## config.mk

```make
export PLATFORM = sky130hd
export DESIGN_NAME = inst_queue
export DESIGN_NICKNAME = d
export VERILOG_FILES = /design/src/include/rv_opcodes.svh /design/src/rtl/rv_pkg.sv /design/src/rtl/inst_queue.sv
export SDC_FILE = /design/constraint.sdc
export NUM_CORES = 1
export LEC_CHECK = 0
export BUFFER_PORTS_ARGS = -buffer_cell sky130_fd_sc_hd__buf_4
export CAP_MARGIN = 30
export CORE_AREA = 10 10 166 168
export DETAILED_ROUTE_END_ITERATION = 8
export DIE_AREA = 0 0 176 178
export PLACE_DENSITY = 0.85
export SLEW_MARGIN = 20
export SYNTH_ARGS = -nofsm -noshare
export SYNTH_HDL_FRONTEND = slang
export SYNTH_SLANG_ARGS = --single-unit
```

## constraint.sdc

```tcl
create_clock -name clk -period 6.55 [get_ports clk]
set_clock_uncertainty 0.1 [all_clocks]
set_input_delay 0.655 -clock clk [delete_from_list [all_inputs] [get_ports clk]]
set_output_delay 0.655 -clock clk [all_outputs]
set_load 0.01 [all_outputs]
```

## src/include/rv_opcodes.svh

```systemverilog
/* opcode, funct and field position macros for the rv64 integer subset
   included by the decoder and by the testbench when it assembles programs */
`ifndef rv_opcodes_svh
`define rv_opcodes_svh

// major opcodes found in inst[6:0]
`define op_imm      7'b0010011
`define op_op       7'b0110011
`define op_auipc    7'b0010111
`define op_jal      7'b1101111
`define op_jalr     7'b1100111
`define op_store    7'b0100011
`define op_load     7'b0000011
`define op_system   7'b1110011

`define f3_add_sub  3'b000  // addi, add and sub share this one
`define f3_slt      3'b010
`define f3_double   3'b011  // doubleword width for sd and ld
`define f3_jalr     3'b000
`define f3_priv     3'b000
`define f7_base     7'b0000000
`define f7_alt      7'b0100000  // selects sub over add
`define f12_ebreak  12'h001

// bit ranges of the instruction fields
`define opcode_bits  6:0
`define rd_bits      11:7
`define funct3_bits  14:12
`define rs1_bits     19:15
`define rs2_bits     24:20
`define funct7_bits  31:25
`define funct12_bits 31:20

`endif

```

## src/rtl/rv_pkg.sv

```systemverilog
/* shared widths, reset pc, queue sizing, alu operation codes and the queue
   entry type for the rv64 front slice, referenced by scoped names */
`default_nettype none

package rv_pkg;

  localparam int xlen         = 64;  // register and data width
  localparam int inst_width   = 32;
  localparam int reg_id_width = 5;

  localparam logic [xlen-1:0] reset_pc = '0;  // first fetch address

  // queue depth must stay a power of two so the pointers wrap on their own
  localparam int queue_depth = 4;
  localparam int ptr_width   = $clog2(queue_depth);
  localparam int count_width = $clog2(queue_depth) + 1;  // holds 0 up to queue_depth

  // operation picked by the decoder for the single alu in the execute unit
  typedef enum logic [1:0] {
    alu_add  = 2'd0,  // a + b
    alu_sub  = 2'd1,  // a - b
    alu_lt   = 2'd2,  // signed a < b as 0 or 1
    alu_none = 2'd3   // result forced to zero
  } alu_op_t;

  // one fetched word together with the address it came from
  typedef struct packed {
    logic [xlen-1:0]       pc;
    logic [inst_width-1:0] inst;
  } queue_entry_t;

endpackage

`default_nettype wire

```

## src/rtl/inst_queue.sv

```systemverilog
/* small synchronous fifo of pc and instruction entries between fetch and
   execute, with a flush that drops everything on a taken jump */
`default_nettype none
`timescale 1ns/1ps

module inst_queue (
  input  logic                           clk,
  input  logic                           rst_n,
  input  logic                           push,
  input  rv_pkg::queue_entry_t           push_entry,
  input  logic                           pop,
  input  logic                           flush,
  output rv_pkg::queue_entry_t           head_entry,
  output logic                           empty,
  output logic                           full,
  output logic [rv_pkg::count_width-1:0] count
);

  rv_pkg::queue_entry_t mem [rv_pkg::queue_depth];

  logic [rv_pkg::ptr_width-1:0] rd_ptr;
  logic [rv_pkg::ptr_width-1:0] wr_ptr;

  assign head_entry = mem[rd_ptr];  // visible the cycle after its push
  assign empty      = (count == '0);
  assign full       = (count == rv_pkg::queue_depth);

  always_ff @(posedge clk) begin
    if (!rst_n || flush) begin
      rd_ptr <= '0;  // flush beats a push on the same edge
      wr_ptr <= '0;
      count  <= '0;
    end else begin
      if (push)
        wr_ptr <= wr_ptr + 1'b1;  // wraps since the depth is a power of two
      if (pop)
        rd_ptr <= rd_ptr + 1'b1;
      case ({push, pop})
        2'b10:   count <= count + 1'b1;
        2'b01:   count <= count - 1'b1;
        default: count <= count;  // both or neither leave the level alone
      endcase
    end
  end

  // storage carries payload only
  always_ff @(posedge clk) begin
    if (push && !flush)
      mem[wr_ptr] <= push_entry;
  end

endmodule

`default_nettype wire

```

==> results.py <==
metrics = {
    "run_status": {
        "outcome": "complete, no violations",
    },
    "detailed_routing": {
        "drc": 0,
        "avgViaCountPerCell": 5.832,
        "first_pass_iters": 5,
        "drtIter0Drc": 546,
        "wl_per_cell_um": 25.50,
        "num_vias": 6590,
        "routed_wl_um": 28810,
        "ant_nets": 0,
    },
    "power_and_ir_drop": {
        "p_int_uw": 4132,
        "seq_power_share_pct": 54.7,
        "p_leak_uw": 0.005773,
        "max-vdd-ir-drop_v": 0.0002683,
        "power.density_mw_per_mm2": 297.7,
        "p_sw_uw": 1023,
        "pwr-share-clk_pct": 39.4,
        "pwr-share-comb_pct": 5.9,
        "swShare_pct": 19.85,
    },
    "placement": {
        "place.gp.congestion": 0.7490,
        "place_area_mm2": 0.01616,
        "placedCellCount": 1061,
        "portBuffers": 201,
        "dp_hpwl_um": 18040,
    },
    "finish": {
        "fin_cells": 1130,
        "fill_cells": 1395,
        "multiInputGateArea_mm2": 0.002410,
        "layout.area.seq_mm2": 0.01172,
        "post-route-util_pct": 71.85,
        "layout.nets": 884,
        "syn_to_final_growth_pct": 21.10,
        "drive_gt1_share_pct": 45.27,
        "design_area_mm2": 0.01732,
    },
    "timing": {
        "period_needed_ns": 3.413,
        "rsz0062_at_grt": "no",
        "finalHoldViolations": 0,
        "worstMarginPinSlew_ns": 0.9015,
        "slew_viol_final": 0,
        "whs_ns": 0.2333,
        "setup_viol": 0,
        "finalSetupTns_ns": 0,
        "timing.fmax_mhz": 293.0,
        "period_share_pct": 52.11,
        "slew-limit-headroom_pct": 39.90,
    },
    "clocking": {
        "cts_htree_levels": 2,
        "cts_tree": "done",
        "ctsHoldBuffers": 0,
        "cts_max_path_buffers": 3,
        "insertion_delay_ns": 0.50,
        "clockRootBuffer": "clkbuf_16",
        "numCtsBuffers": 38,
        "cts_sinks": 393,
        "path_clk_slew_ns": 0.06,
        "post_cts_resized": 0,
        "post-cts-setup-buffer-count": 0,
    },
    "synthesis": {
        "syn_area_mm2": 0.01430,
        "syn_nets": 658,
        "syn_inst": 551,
        "synth_area_leader_cell": "edfxtp_1",
        "ys_seq_area_share_pct": 81.88,
        "ys_warn_count": 0,
        "synth_seq_cells": 393,
        "synth.avg_cell_area_um2": 25.96,
        "ys_types": 23,
        "netlist_top_cells_area": "edfxtp_1 (81%), mux4_2 (15%), dfxtp_1 (1.3%)",
        "yosysTopAreaCellShare_pct": 80.62,
    },
    "global_route": {
        "grt_pass1_wl_um": 43610,
        "grt_max_degree": 85,
        "grt.total_usage_pct": 18.34,
        "grt_overflow": 0,
        "grt_pass1_vias": 7158,
        "antenna_found_initial": 2,
    },
    "die": {
        "initial_core_util_pct": 59.33,
        "core_area_mm2": 0.02411,
        "die_y_um": 178,
        "ios": 202,
        "die-area_mm2": 0.03133,
        "die_w_um": 176,
        "std_cell_rows": 57,
    },
    "critical_path": {
        "end_kind": "primary output",
        "start_kind": "flip-flop",
        "crit_fanout": 44,
        "rr_worst_depth": 4,
        "critical_path_class": "reg2out",
        "worstPathArrival_ns": 2.66,
        "critPathRequiredTime_ns": 5.79,
    },
    "job": {
        "max_cap_viol_count": 0,
    },
    "hold_path": {
        "worstHoldPathType": "in2reg",
        "hold_depth": 1,
    },
}
## critical path, cell delays in order, from the launching register on
cell and delay, ns:
dfxtp_4 0.55, buf_4 0.73, mux4_2 0.65, buf_4 0.17
## cells in the mapped netlist, drive strengths merged
cell type  number
edfxtp        384
mux4           96
buf            17
dfxtp           9
nor2            9
clkbuf          6
inv             6
ha              5
and2            4
xor2            3
a21oi           2
xnor2           2
and3            1
fa              1
mux2i           1
nand2           1
nand2b          1
nor3            1
o21ai           1
or3             1
## flip-flops by register name (all words and copies together), names as in the netlist, named ones only
| register | cells |
|---|---|
| count | 3 |
| mem | 384 |
| rd_ptr | 2 |
| wr_ptr | 2 |
## path summary, 6_finish.rpt
path,start,end,slack [ns]
hold reg to reg,rd_ptr[1]$_SDFFE_PP0P_,rd_ptr[1]$_SDFFE_PP0P_,0.44
hold / removal,push_entry[9],mem[3][9]$_DFFE_PP_,0.23
setup reg to reg,wr_ptr[1]$_SDFFE_PP0P_,mem[0][87]$_DFFE_PP_,4.41
setup / recovery,flip-flop,head_entry[78],3.14
## logic make-up after synthesis
kind of cell	after synthesis	share of synthesized area, %
buffers and inverters	29	1.338
adders and majority gates	6	0.5774
and+or+nand+nor	18	0.6036
DFF	393	81.88
xor gates and xnor gates	5	0.3062
muxes	97	15.19
AOI/OAI and AO/OA	3	0.1049
## stage by stage
step | worst slack (ns) | power, uW
4_1_cts | 3.040 | 5206
3_5_place_dp | 3.591 | 3182
2_1_floorplan | 2.886 | 3011
5_1_grt | 2.914 | 5319
6_report | 3.137 | 5156
3_3_place_gp | 3.647 | 3165
## power groups by stage
stage / clock network (uW) / registers (uW) / logic [uW]
after floorplan: 0 / 2870 / 140
after global placement: 0 / 2870 / 295
after detailed placement: 0 / 2870 / 307
after CTS: 2080 / 2820 / 309
after global routing: 2170 / 2820 / 328
final: 2030 / 2820 / 303
## cells in the final DEF (no fill, tap or decap), drive strengths merged, types with 3 or more instances in the layout
cell	count
and2	4
buf	209
clkbuf	47
clkinv	16
dfxtp	9
edfxtp	384
ha	5
inv	7
mux4	96
nor2	9
xor2	3
## final cells by class
type / count / area share, %
well taps: 324 / 2.341
multi-input cells: 129 / 13.91
repair buffers: 209 / 9.261
clock inverters: 20 / 0.8596
inverters: 6 / 0.1300
clock buffers: 47 / 5.808
diodes: 2 / 0.02890
flip-flops and latches: 393 / 67.66
## routing by layer
metal  GRT usage (%)  vias up  part of all wire, %
li1                -     2802                    -
met5               0        -                    0
met4           4.521        0                  1.8
met3           6.342       45                  9.6
met1           23.17     3469                   38
met2           30.18      274                   51
Power figures use the tool's default switching activity.
