$ cat config.mk
export PLATFORM = sky130hd
export DESIGN_NAME = inst_fetch
export DESIGN_NICKNAME = d
export VERILOG_FILES = /design/src/include/rv_opcodes.svh /design/src/rtl/rv_pkg.sv /design/src/rtl/inst_fetch.sv
export SDC_FILE = /design/constraint.sdc
export NUM_CORES = 1
export LEC_CHECK = 0
export ABC_CLOCK_PERIOD_IN_PS = 11900
export BUFFER_PORTS_ARGS = -buffer_cell sky130_fd_sc_hd__buf_2
export CAP_MARGIN = 20
export CORE_MARGIN = 1.5
export CORE_UTILIZATION = 54
export CTS_CLUSTER_SIZE = 12
export DETAILED_ROUTE_END_ITERATION = 16
export GPL_ROUTABILITY_DRIVEN = 0
export GPL_TIMING_DRIVEN = 0
export PLACE_DENSITY = 0.87
export SLEW_MARGIN = 10
export SYNTH_ARGS = -nofsm -noshare
export SYNTH_HDL_FRONTEND = slang
export SYNTH_SLANG_ARGS = --single-unit
$ cat constraint.sdc
create_clock -name clk -period 11.9 [get_ports clk]
set_clock_uncertainty 0.2 [all_clocks]
set_input_delay 2.38 -clock clk [delete_from_list [all_inputs] [get_ports clk]]
set_output_delay 2.38 -clock clk [all_outputs]
set_load 0.03 [all_outputs]
$ cat src/include/rv_opcodes.svh
/* opcode, funct and field position macros for the rv64 integer subset
   included by the decoder and by the testbench when it assembles programs */
`ifndef rv_opcodes_svh
`define rv_opcodes_svh

// major opcodes found in inst[6:0]
`define op_imm      7'b0010011
`define op_op       7'b0110011
`define op_auipc    7'b0010111
`define op_jal      7'b1101111
`define op_jalr     7'b1100111
`define op_store    7'b0100011
`define op_load     7'b0000011
`define op_system   7'b1110011

`define f3_add_sub  3'b000  // addi, add and sub share this one
`define f3_slt      3'b010
`define f3_double   3'b011  // doubleword width for sd and ld
`define f3_jalr     3'b000
`define f3_priv     3'b000
`define f7_base     7'b0000000
`define f7_alt      7'b0100000  // selects sub over add
`define f12_ebreak  12'h001

// bit ranges of the instruction fields
`define opcode_bits  6:0
`define rd_bits      11:7
`define funct3_bits  14:12
`define rs1_bits     19:15
`define rs2_bits     24:20
`define funct7_bits  31:25
`define funct12_bits 31:20

`endif

$ cat src/rtl/rv_pkg.sv
/* shared widths, reset pc, queue sizing, alu operation codes and the queue
   entry type for the rv64 front slice, referenced by scoped names */
`default_nettype none

package rv_pkg;

  localparam int xlen         = 64;  // register and data width
  localparam int inst_width   = 32;
  localparam int reg_id_width = 5;

  localparam logic [xlen-1:0] reset_pc = '0;  // first fetch address

  // queue depth must stay a power of two so the pointers wrap on their own
  localparam int queue_depth = 4;
  localparam int ptr_width   = $clog2(queue_depth);
  localparam int count_width = $clog2(queue_depth) + 1;  // holds 0 up to queue_depth

  // operation picked by the decoder for the single alu in the execute unit
  typedef enum logic [1:0] {
    alu_add  = 2'd0,  // a + b
    alu_sub  = 2'd1,  // a - b
    alu_lt   = 2'd2,  // signed a < b as 0 or 1
    alu_none = 2'd3   // result forced to zero
  } alu_op_t;

  // one fetched word together with the address it came from
  typedef struct packed {
    logic [xlen-1:0]       pc;
    logic [inst_width-1:0] inst;
  } queue_entry_t;

endpackage

`default_nettype wire

$ cat src/rtl/inst_fetch.sv
/* fetch unit that runs wishbone classic read cycles at the program counter
   and pushes each returned word with its pc into the instruction queue */
`default_nettype none
`timescale 1ns/1ps

module inst_fetch (
  input  logic                             clk,
  input  logic                             rst_n,
  output logic                             wb_cyc,
  output logic                             wb_stb,
  output logic [rv_pkg::xlen-1:0]          wb_adr,
  input  logic [rv_pkg::inst_width-1:0]    wb_dat_rd,
  input  logic                             wb_ack,
  input  logic [rv_pkg::count_width-1:0]   count,
  output logic                             push,
  output rv_pkg::queue_entry_t             push_entry,
  input  logic                             redirect_valid,
  input  logic [rv_pkg::xlen-1:0]          redirect_pc
);

  logic [rv_pkg::xlen-1:0] pc;  // address of the next word to request
  logic [rv_pkg::xlen-1:0] next_pc;
  logic                    busy;     // a bus cycle is open
  logic                    discard;  // the open cycle was overtaken by a redirect
  logic                    start;

  // a redirect in an idle cycle is taken by the request that starts there
  assign next_pc = redirect_valid ? redirect_pc : pc;

  // one free slot is needed for the word that the new request brings back
  assign start = !busy && (count < rv_pkg::queue_depth);

  assign wb_cyc = busy;
  assign wb_stb = busy;

  // a stale word still finishes its bus cycle but never reaches the queue
  assign push            = busy && wb_ack && !discard;
  assign push_entry.pc   = wb_adr;
  assign push_entry.inst = wb_dat_rd;

  always_ff @(posedge clk) begin
    if (!rst_n) begin
      busy    <= 1'b0;
      discard <= 1'b0;
      pc      <= rv_pkg::reset_pc;
    end else begin
      if (busy) begin
        if (wb_ack) begin
          busy    <= 1'b0;  // cyc and stb drop in the cycle after the ack
          discard <= 1'b0;
        end else if (redirect_valid) begin
          discard <= 1'b1;
        end
      end else if (start) begin
        busy <= 1'b1;
      end
      if (redirect_valid)
        pc <= redirect_pc;
      else if (push)
        pc <= pc + 'd4;  // sequential fetch after an accepted word
    end
  end

  // the address is latched once per request and held until the ack
  always_ff @(posedge clk) begin
    if (start)
      wb_adr <= next_pc;
  end

endmodule

`default_nettype wire

==> impl_results.md <==
- Site Rows: 41
- Initial Util: 56.0%
- Yosys top cell by area: edfxtp_1
- Status: finished clean
- Met1 layer usage reported by global route: 32.6%
- Setup_tns: 0 ns
- Sequential area share after synthesis: 45.5%
- TritonCTS clock tree: done
- Top delay family on crit path: simple AND/OR/NAND/NOR gates
- Crit start category: input port
- CTS buffer count: 17
- Max-slew headroom: 39.8%
- Pleak: 0.00384 µW
- Post-synth EDFFs: 64
- Post-CTS Setup Inserts: 0
- Clock Latency Late Sink: 0.42 ns
- Largest net degree at the start of global routing: 31
- Most used cell along the critical path: buf_2
- First-pass GRT wire length: 30100 µm
- Critical Path Fanout Max: 4
- P&R area growth vs syn: 28.0%
- Synth cell types: 50
- Maxcap violations: 0
- Clock Path Buffers: 2
- Number of gates resized after cts: 0
- Slew Viols, Final: 0
- Sequential fraction of design power: 41.4%
- Worst Tran Pin Value: 0.896 ns
- Routed Wire Length: 19400 µm
- # setup viols final: 0
- DP Wirelength: 13800 µm
- CTS Root Cell: clkbuf_16
- Pwr/cell area: 142 mW/mm²
- DRC: 0
- Number of global-route vias before repair: 6107
- Initial DRC Count: 554
- Mapped Area: 0.00712 mm²
- RSZ-0062 raised after global routing: no
- Worst Hold Launch: pc[42]
- Internal power: 926 µW
- H-tree Lvls: 4
- GRT busiest layer: met2
- Top cell type's share of synthesized area: 27.0%
- Net switching power: 370 µW
- Synth Register Bits: 130
- Die Wd: 118 µm
- Via-per-instance ratio: 5.63
- Min cycle time layout: 5.82 ns
- Synth warn: 0
- Reg2reg start: wb_cyc
- Final hold viol count: 0
- DR vias: 6437
- Comb pwr share: 18.7%
- Syn_area_per_cell: 10.1 µm²
- Crit-path slowest cell: nor2_1
- Synthesized instance count: 707
- Worst path max stage delay: 0.34 ns
- Worst IR Drop VDD: 0.0000916 V
- Number of buffers added on ports: 229
- WP data arrival: 3.24 ns
- Syn nets: 811
- Drt wl/cell: 17.0 µm
- Min-delay worst type: flop to flop
- Hold path depth: 2
- CTS Sinks: 130
- Ys async rst share: 0%
- Worst Path Required: 9.32 ns
- Core Region: 0.0127 mm²
- Main synth FF type: dfxtp_1
- Crit share post-route: 48.9%
- Worst path bufs/invs: 2
- ANT nets after route: 0
- Setup CP Type: input port to output port
- Remaining global-route overflow: 0
- Peak Freq: 0.172 GHz
- Worst-path clk slew: 0.05 ns
- Clock Power Share: 39.9%
- Post-CTS Hold Fix Bufs: 0
- Crit path from: wb_ack
- Die area: 0.0139 mm²
- Io pins: 266
- Die Ht: 118 µm
- Synth area leaders: edfxtp_1 (27%), dfxtp_1 (19%), buf_4 (10%)
- Initial DRT Pass Iterations: 5
- Post-Place Cells: 1110
- Worst setup EP type: output port
- Share of cells above drive strength 1: 44.0%
- Non-Filler Instances: 1143
- GR Util met2: 47.1%
- Tot GR Track Use: 27.3%
- Final #Nets: 1061
- CP cell instances: buf_2, nand2_1, nor2_1, buf_2
- Initial antenna violation count: 1
- CP Depth: 4
- Switching share of power: 28.6%
- R2r worst-path depth: 6
- Met3 usage: 6.30%
tightest hold or removal path, stage by stage, from the launching register on:
cell and delay (ns):
dfxtp_1 0.33, o21ai_0 0.08, a31oi_1 0.08
final cells by class:
class,count,area (µm²)
inverters,15,56.3
diodes,1,2.50
fillers,943,3600
multi-input cells,431,2970
clock buffers,19,433
repair buffers,231,1190
flip-flops and latches,130,3240
clock inverters,13,143
plain buffers,131,858
well taps,172,215
power groups by stage:
stage | Clock (µW) | Sequential [µW] | Combinational (µW)
6_report | 518 | 537 | 242
5_1_grt | 538 | 541 | 255
4_1_cts | 518 | 536 | 242
3_5_place_dp | 0 | 544 | 240
3_3_place_gp | 0 | 545 | 232
2_1_floorplan | 0 | 573 | 138
stage by stage:
stage	cell area [µm²]	setup slack (ns)	total power (µW)	hold slack, ns	util [%]
finish	9120	6.08	1300	0.332	71.7
global route	9120	6.04	1330	0.372	71.7
CTS	9110	6.09	1300	0.330	71.6
detailed placement	8540	6.09	784	0.322	67.1
global placement	8480	4.88	777	0.313	66.7
floorplan	7120	6.15	711	0.286	-
flip-flops by register name, summed over array words and instances (netlist names):
signal   flops
discard      1
wb_adr      64
pc          64
wb_cyc       1
cells by family (layout without fill, tap and decap cells):
family | after synthesis | after routing | synth area share [%]
multiplexers | 57 | 57 | 8.92
other | 0 | 1 | 0
adder cells (fa/ha/maj) | 1 | 1 | 0.176
XOR/XNOR | 38 | 38 | 4.67
buffers and inverters | 146 | 409 | 12.8
flip-flops | 130 | 130 | 45.5
AND/OR/NAND/NOR | 195 | 195 | 16.3
AO/OA/AOI/OAI | 140 | 140 | 11.5
path summary, 6_finish.rpt:
path / endpoint / slack, ns
max: push / 6.08
min: pc[42] / 0.33
max reg2reg: pc[41] / 9.01
min reg2reg: pc[42] / 0.33
Yosys cell counts, drive strengths merged (2+ instances only):
cell / instances
buf: 105
o21ai: 70
dfxtp: 66
edfxtp: 64
mux2: 52
nand2: 35
nand3: 32
nand4: 31
a21oi: 30
clkbuf: 26
xor2: 20
nor4: 18
xnor2: 18
nor2: 17
inv: 14
nor3: 14
a31oi: 13
or3: 9
and2: 8
and3: 7
or4: 7
nand2b: 6
o31ai: 6
mux2i: 5
nand4b: 5
o211a: 4
a211oi: 3
and4: 3
o21ba: 3
o311a: 3
a311o: 2
or2: 2
routing by layer:
layer / up-vias / share of wire [%]
met3: 61 / 8.4
met2: 355 / 49
met4: 0 / 3.2
met5: - / 0
li1: 3017 / -
met1: 3004 / 39
layout by cell type, fill, tap and decap left out, types with 18 or more instances in the layout:
cell type  count
buf_4         97
xnor2_1       18
mux2_2        52
nand2_1       35
nand3_1       31
buf_2        231
edfxtp_1      64
xor2_1        20
clkbuf_1      28
a21oi_1       30
o21ai_0       70
dfxtp_1       66
nand4_1       29
Note: power is estimated with default switching activity, not from simulation.
