## config.mk

```make
export PLATFORM = sky130hd
export DESIGN_NAME = exec_unit
export DESIGN_NICKNAME = d
export VERILOG_FILES = /design/src/rtl/rv_pkg.sv /design/src/rtl/decoder.sv /design/src/rtl/exec_unit.sv
export VERILOG_INCLUDE_DIRS = /design/src /design/src/include
export SDC_FILE = /design/constraint.sdc
export NUM_CORES = 2
export LEC_CHECK = 0
export BUFFER_PORTS_ARGS = -buffer_cell sky130_fd_sc_hd__buf_2
export CAP_MARGIN = 20
export CORE_UTILIZATION = 57
export DETAILED_ROUTE_END_ITERATION = 10
export PLACE_DENSITY = 0.78
export SYNTH_ARGS = -nofsm -noshare
export SYNTH_HDL_FRONTEND = slang
export SYNTH_HIERARCHICAL = 1
export SYNTH_SLANG_ARGS = --single-unit
```

## constraint.sdc

```tcl
create_clock -name clk -period 13.4 [get_ports clk]
set_input_delay 0.67 -clock clk [delete_from_list [all_inputs] [get_ports clk]]
set_output_delay 0.67 -clock clk [all_outputs]
set_load 0.01 [all_outputs]
```

## src/include/rv_opcodes.svh

```systemverilog
/* opcode, funct and field position macros for the rv64 integer subset
   included by the decoder and by the testbench when it assembles programs */
`ifndef rv_opcodes_svh
`define rv_opcodes_svh

// major opcodes found in inst[6:0]
`define op_imm      7'b0010011
`define op_op       7'b0110011
`define op_auipc    7'b0010111
`define op_jal      7'b1101111
`define op_jalr     7'b1100111
`define op_store    7'b0100011
`define op_load     7'b0000011
`define op_system   7'b1110011

`define f3_add_sub  3'b000  // addi, add and sub share this one
`define f3_slt      3'b010
`define f3_double   3'b011  // doubleword width for sd and ld
`define f3_jalr     3'b000
`define f3_priv     3'b000
`define f7_base     7'b0000000
`define f7_alt      7'b0100000  // selects sub over add
`define f12_ebreak  12'h001

// bit ranges of the instruction fields
`define opcode_bits  6:0
`define rd_bits      11:7
`define funct3_bits  14:12
`define rs1_bits     19:15
`define rs2_bits     24:20
`define funct7_bits  31:25
`define funct12_bits 31:20

`endif

```

## src/rtl/rv_pkg.sv

```systemverilog
/* shared widths, reset pc, queue sizing, alu operation codes and the queue
   entry type for the rv64 front slice, referenced by scoped names */
`default_nettype none

package rv_pkg;

  localparam int xlen         = 64;  // register and data width
  localparam int inst_width   = 32;
  localparam int reg_id_width = 5;

  localparam logic [xlen-1:0] reset_pc = '0;  // first fetch address

  // queue depth must stay a power of two so the pointers wrap on their own
  localparam int queue_depth = 4;
  localparam int ptr_width   = $clog2(queue_depth);
  localparam int count_width = $clog2(queue_depth) + 1;  // holds 0 up to queue_depth

  // operation picked by the decoder for the single alu in the execute unit
  typedef enum logic [1:0] {
    alu_add  = 2'd0,  // a + b
    alu_sub  = 2'd1,  // a - b
    alu_lt   = 2'd2,  // signed a < b as 0 or 1
    alu_none = 2'd3   // result forced to zero
  } alu_op_t;

  // one fetched word together with the address it came from
  typedef struct packed {
    logic [xlen-1:0]       pc;
    logic [inst_width-1:0] inst;
  } queue_entry_t;

endpackage

`default_nettype wire

```

## src/rtl/decoder.sv

```systemverilog
/* combinational decoder for the kept rv64 subset, producing register indices,
   the sign extended immediate, the alu operation and the control flags */
`default_nettype none
`timescale 1ns/1ps

`include "rv_opcodes.svh"

module decoder (
  input  logic [rv_pkg::inst_width-1:0]   inst,
  output logic [rv_pkg::reg_id_width-1:0] rd,
  output logic [rv_pkg::reg_id_width-1:0] rs1,
  output logic [rv_pkg::reg_id_width-1:0] rs2,
  output logic [rv_pkg::xlen-1:0]         imm,
  output logic                            need_imm,
  output rv_pkg::alu_op_t                 alu_op,
  output logic                            is_auipc,
  output logic                            is_jal,
  output logic                            is_jalr,
  output logic                            is_store,
  output logic                            is_ebreak,
  output logic                            is_nop,
  output logic                            reg_wen,
  output logic                            inst_not_impl
);

  logic [6:0]  opcode;
  logic [2:0]  funct3;
  logic [6:0]  funct7;
  logic [11:0] funct12;

  logic addi, slti, add, sub, sd;

  logic [rv_pkg::xlen-1:0] imm_i;
  logic [rv_pkg::xlen-1:0] imm_s;
  logic [rv_pkg::xlen-1:0] imm_u;
  logic [rv_pkg::xlen-1:0] imm_j;

  assign opcode  = inst[`opcode_bits];
  assign funct3  = inst[`funct3_bits];
  assign funct7  = inst[`funct7_bits];
  assign funct12 = inst[`funct12_bits];

  assign rd  = inst[`rd_bits];
  assign rs1 = inst[`rs1_bits];
  assign rs2 = inst[`rs2_bits];

  // each kept instruction is one match on opcode and its funct fields
  assign addi      = (opcode == `op_imm) && (funct3 == `f3_add_sub);
  assign slti      = (opcode == `op_imm) && (funct3 == `f3_slt);
  assign add       = (opcode == `op_op) && (funct3 == `f3_add_sub) && (funct7 == `f7_base);
  assign sub       = (opcode == `op_op) && (funct3 == `f3_add_sub) && (funct7 == `f7_alt);
  assign sd        = (opcode == `op_store) && (funct3 == `f3_double);
  assign is_auipc  = (opcode == `op_auipc);
  assign is_jal    = (opcode == `op_jal);
  assign is_jalr   = (opcode == `op_jalr) && (funct3 == `f3_jalr);
  assign is_ebreak = (opcode == `op_system) && (funct3 == `f3_priv) && (funct12 == `f12_ebreak);
  assign is_nop    = (inst == '0);  // the all zero word retires with no effect
  assign is_store  = sd;

  // immediates are always sign extended from inst[31]
  assign imm_i = {{52{inst[31]}}, inst[`funct12_bits]};
  assign imm_s = {{52{inst[31]}}, inst[`funct7_bits], inst[`rd_bits]};
  assign imm_u = {{32{inst[31]}}, inst[31:12], 12'b0};
  assign imm_j = {{44{inst[31]}}, inst[19:12], inst[20], inst[30:21], 1'b0};

  always_comb begin
    if (addi || slti || is_jalr)
      imm = imm_i;
    else if (sd)
      imm = imm_s;
    else if (is_auipc)
      imm = imm_u;
    else if (is_jal)
      imm = imm_j;
    else
      imm = '0;  // register forms carry no immediate
  end

  // operand b comes from the immediate for every type except the r form
  assign need_imm = addi || slti || is_auipc || is_jalr || sd;

  always_comb begin
    if (addi || add || is_auipc || is_jalr || sd)
      alu_op = rv_pkg::alu_add;  // jalr target and store address use the adder
    else if (sub)
      alu_op = rv_pkg::alu_sub;
    else if (slti)
      alu_op = rv_pkg::alu_lt;
    else
      alu_op = rv_pkg::alu_none;
  end

  assign reg_wen = addi || slti || add || sub || is_auipc || is_jal || is_jalr;

  // anything else halts the slice, ld included since there is no data port
  assign inst_not_impl = !(addi || slti || add || sub || sd || is_auipc ||
                           is_jal || is_jalr || is_ebreak || is_nop);

endmodule

`default_nettype wire

```

## src/rtl/exec_unit.sv

```systemverilog
/* execute unit that pops one queue entry per cycle, runs it against the
   register file and reports commit, store, redirect and halt */
`default_nettype none
`timescale 1ns/1ps

module exec_unit (
  input  logic                            clk,
  input  logic                            rst_n,
  input  rv_pkg::queue_entry_t            head_entry,
  input  logic                            empty,
  output logic                            pop,
  output logic                            redirect_valid,
  output logic [rv_pkg::xlen-1:0]         redirect_pc,
  output logic                            commit_valid,
  output logic [rv_pkg::xlen-1:0]         commit_pc,
  output logic                            commit_reg_wen,
  output logic [rv_pkg::reg_id_width-1:0] commit_rd,
  output logic [rv_pkg::xlen-1:0]         commit_wdata,
  output logic                            store_valid,
  output logic [rv_pkg::xlen-1:0]         store_addr,
  output logic [rv_pkg::xlen-1:0]         store_data,
  output logic [7:0]                      store_wmask,
  output logic                            halted,
  output logic                            illegal
);

  logic [rv_pkg::reg_id_width-1:0] rd, rs1, rs2;
  logic [rv_pkg::xlen-1:0]         imm;
  logic                            need_imm;
  rv_pkg::alu_op_t                 alu_op;
  logic is_auipc, is_jal, is_jalr, is_store, is_ebreak, reg_wen, inst_not_impl;

  logic [rv_pkg::xlen-1:0] regs [32];
  logic [rv_pkg::xlen-1:0] rs1_val, rs2_val;
  logic [rv_pkg::xlen-1:0] op_a, op_b, alu_res, link, wdata;

  decoder i_decoder (
    .inst          (head_entry.inst),
    .rd            (rd),
    .rs1           (rs1),
    .rs2           (rs2),
    .imm           (imm),
    .need_imm      (need_imm),
    .alu_op        (alu_op),
    .is_auipc      (is_auipc),
    .is_jal        (is_jal),
    .is_jalr       (is_jalr),
    .is_store      (is_store),
    .is_ebreak     (is_ebreak),
    .is_nop        (),  // the zero word already has reg_wen low
    .reg_wen       (reg_wen),
    .inst_not_impl (inst_not_impl)
  );

  assign pop = !empty && !halted;  // never stalls short of a halt

  assign rs1_val = (rs1 == '0) ? '0 : regs[rs1];  // x0 is hardwired to zero
  assign rs2_val = (rs2 == '0) ? '0 : regs[rs2];

  assign op_a = is_auipc ? head_entry.pc : rs1_val;
  assign op_b = need_imm ? imm : rs2_val;

  always_comb begin
    case (alu_op)
      rv_pkg::alu_add: alu_res = op_a + op_b;
      rv_pkg::alu_sub: alu_res = op_a - op_b;
      rv_pkg::alu_lt:  alu_res = {63'b0, $signed(op_a) < $signed(op_b)};
      default:         alu_res = '0;
    endcase
  end

  assign link  = head_entry.pc + 'd4;
  assign wdata = (is_jal || is_jalr) ? link : alu_res;  // jumps write the return address

  // jalr clears bit 0 of rs1 plus imm as the isa asks
  assign redirect_valid = pop && (is_jal || is_jalr);
  assign redirect_pc    = is_jal ? head_entry.pc + imm : {alu_res[rv_pkg::xlen-1:1], 1'b0};

  // the write lands on the pop edge so the next pop already sees it
  always_ff @(posedge clk) begin
    if (!rst_n) begin
      for (int i = 0; i < 32; i++)
        regs[i] <= '0;
    end else if (pop && reg_wen && (rd != '0)) begin
      regs[rd] <= wdata;
    end
  end

  always_ff @(posedge clk) begin
    if (!rst_n) begin
      commit_valid <= 1'b0;
      store_valid  <= 1'b0;
      halted       <= 1'b0;
      illegal      <= 1'b0;
    end else begin
      commit_valid <= pop;  // one retire per popped entry, illegal ones too
      store_valid  <= pop && is_store;
      if (pop && (is_ebreak || inst_not_impl))
        halted <= 1'b1;  // sticky until the next reset
      if (pop && inst_not_impl)
        illegal <= 1'b1;
    end
  end

  always_ff @(posedge clk) begin
    if (pop) begin
      commit_pc      <= head_entry.pc;
      commit_reg_wen <= reg_wen;
      commit_rd      <= rd;
      commit_wdata   <= wdata;
      store_addr     <= alu_res;  // rs1 plus the s immediate
      store_data     <= rs2_val;
      store_wmask    <= 8'hff;  // sd writes all eight bytes
    end
  end

endmodule

`default_nettype wire

```

==> flow_results.org <==
** Global routing
- The first global-routing pass estimated between 700,000 and 800,000 µm of wire.
- Largest net degree at the start of global routing :: 134
- Global routing consumed, over all layers together, a little under half of the routing resources.
- Global route overflow :: 0
- The number of global-route vias before repair was between 90,000 and 100k.
- Antenna violations before repair :: 45

** Setup path
- Worst endpoint data arrival time :: approximately 9.4 ns
- Worst Path Class, Setup :: in2out
- Reg-to-reg critical path startpoint :: regs[31][14]
- CP startpoint :: head_entry[21]
- Worst-case reg-to-reg path depth :: 17
- Reg-to-reg slack, setup :: about 5.5 ns
- Destination of the worst register-to-register timing path :: regs[17][59]
- Along the worst path, the maximum fanout reaches roughly 130.
- Critical path required time :: approximately 13 ns
- STA classifies the critical path endpoint as an output pin.
- STA classifies the critical path startpoint as an input pin.
- Timing endpoint of the critical path :: redirect_pc[60]

** Final layout
- Counting the fill cells in the layout gives between 15,000 and 20,000.
- Summing all multi-input logic gate instances after layout gives 0.0563 mm².
- Final nets :: 9,813
- In the final layout, the share of cells above drive strength 1 is 27.2%.
- Area added between synthesis and finish :: 10.3%
- Cells fill ~63% of the core in the end.
- Count of non-filler cells in the finished layout :: about 13,000
- Registers take 0.0694 mm².

** CTS
- The H-tree was split into 4 levels.
- Number of buffers inserted by post-CTS setup repair :: 0
- The number of hold buffers added after CTS was 0.
- TritonCTS clock tree :: yes
- At the later pin of the worst-skew pair, clock insertion delay measures between 0.9 and 1 ns.
- Clock Pin Slew Worst Setup and Hold Paths :: roughly 0.060 ns
- Quantity of gates resized following cts :: 0
- Clock Tree Buf Depth :: 3
- CTS buffer count :: 230
- Clock tree synthesis selected as its root buffer the cell clkbuf_16.
- The tree built by TritonCTS fans out to 2,314 sinks.

** Timing
- Final setup violation count :: 0
- The final number of max-transition violations was 0.
- Period utilisation layout :: roughly three quarters
- Setup repair after global routing left no endpoint under its margin.
- Headroom to the max-slew limit came out at a little over an eighth.
- Number of hold-slack violations in the final timing report :: 0
- Highest clock rate :: just under 100 MHz
- On the final layout, the worst clock skew is ~0.066 ns.
- For the finished layout, the period the worst path requires is between 10 and 15 ns.
- Sum of negative setup slack :: 0 ns
- Transition time at the pin with the least slew margin :: ~1.3 ns

** Placement
- Post-DP HPWL :: approximately 320,000 µm
- Routability-driven placement finished with a final weighted congestion of 1.00.
- Placed cell count :: about 12,000
- The count of buffers added on input and output ports is 430.

** Detailed routing
- For this block, the initial DRC count from the detailed router was roughly 19,000.
- Pre-Repair DR Iteration Count :: 11
- The routed layout has around 99,000 vias.
- Routed wire length per instance :: approximately 42 µm
- The count of nets left with antenna violations once routing finished came out at 0.
- Average vias per placed instance :: 7.77
- WL final :: 531,000 µm
- After detailed routing, the number of remaining DRC violations is 142.

** Power
- Total power :: roughly 0.018 W
- Power density of the placed cells :: ~130 mW/mm²
- Leakage power summed over all cells :: about 50 nW
- Largest voltage drop on the vdd net :: between 0.1 and 0.15 mV

** Flow run
- Across the run, the number of max-cap violations was 0.

** Outcome
- Violated checks :: DRC
- The run finished, with violations left.

** Floorplanning
- Initial Util :: a little under three fifths
- In this run the core area contains 174 standard-cell rows.
- The die is ~480 µm wide.
- From bottom edge to top edge, the die measures between 400 and 500 µm.
- Total die area :: 0.229 mm²
- Pin placement for this block handled approximately 440 I/O pins.
- After floorplanning, the core was sized to cover 0.225 mm².

** Logic synthesis
- Number of warning messages in the yosys log :: 6
- The cell count after synthesis came out at between 9,000 and 10,000.
- Synth Area per Inst :: between 10 and 15 µm²
- Netlist Area Pre-Place :: about 0.13 mm²

** Min path
- Worst min-delay path class :: in2reg
-- per-layer routing --
layer,vias up,share of wire (%),global-route usage [%]
met5,-,0.13,0.798
met3,2831,18,21.1
met2,11270,42,65.3
met1,48212,31,55.8
met4,48,8.7,31.0
li1,36388,-,-
-- power breakdown --
group	leakage, nW	total, W	switching [W]	internal [W]
clock	3.69	0.00671	0.00300	0.00371
sequential	23.8	0.00841	0.000168	0.00824
combinational	21.9	0.00333	0.00219	0.00114
-- flip-flops by register name, indices dropped and copies added, names as in the netlist --
register and count:
halted 1, commit_rd 5, commit_wdata 64, commit_pc 64, commit_valid 1, store_valid 1
regs 2048, commit_reg_wen 1, store_addr 64, illegal 1, store_data 64
-- how the worst min path moves through the flow --
stage	to	start	depth (start not counted)
floorplan	illegal	illegal	2
global placement	illegal	illegal	2
detailed placement	illegal	illegal	2
CTS	commit_pc[18]	head_entry[50]	1
global route	commit_pc[18]	head_entry[50]	1
finish	commit_pc[22]	head_entry[54]	1
-- layout by cell type, fill, tap and decap left out, drive strengths merged, types with 12 or more instances in the layout --
cell,count
edfxtp,2310
nor2,2008
mux4,1280
buf,685
nor3,403
nand2,341
a21oi,322
clkbuf,272
inv,242
o21ai,225
ha,191
mux2i,147
xnor2,115
clkinv,100
mux2,97
a21o,77
conb,72
nand3,72
nand4,59
o21bai,52
nor4,52
xor2,51
o31ai,47
a31oi,34
nor2b,33
and3,33
a211oi,31
o21a,29
and2,29
bufinv,28
nand2b,25
or3,22
or2,20
o211ai,18
diode,17
a21boi,15
a221oi,12
-- per-stage QoR --
stage | area [µm²] | hold WS, ns | setup slack, ns
after global placement | 134000 | 0.472 | 3.48
after floorplan | 130000 | 0.505 | 0.670
after CTS | 142000 | 0.0381 | 3.43
after global routing | 142000 | 0.0794 | 3.22
final | 143000 | 0.101 | 3.31
after detailed placement | 135000 | 0.473 | 3.47
-- cell type report --
class	count	area share, %
Tap cell	2992	2.63
Clock inverter	149	1.16
Multi-Input combinational cell	6059	39.5
Timing Repair Buffer	687	3.21
Inverter	228	0.602
Sequential cell	2314	48.7
Antenna cell	17	0.0298
Clock buffer	270	4.16
-- critical path, cell delays in order --
cell and delay, ns:
buf_8 0.39, buf_4 0.82, buf_12 0.60, mux4_2 0.44
mux4_2 0.54, mux2i_1 0.65, nor2_1 0.32, mux2_2 0.37
ha_1 0.60, nor2b_1 0.19, o21a_1 0.24, o21ai_0 0.16
nand3b_1 0.25, nor4bb_1 0.93, o2111ai_1 0.59, nand3_1 0.25
nor3_1 0.08, xnor2_1 0.38, a22oi_1 0.14, nand2_1 0.13
buf_2 0.15
Power figures use the tool's default switching activity.
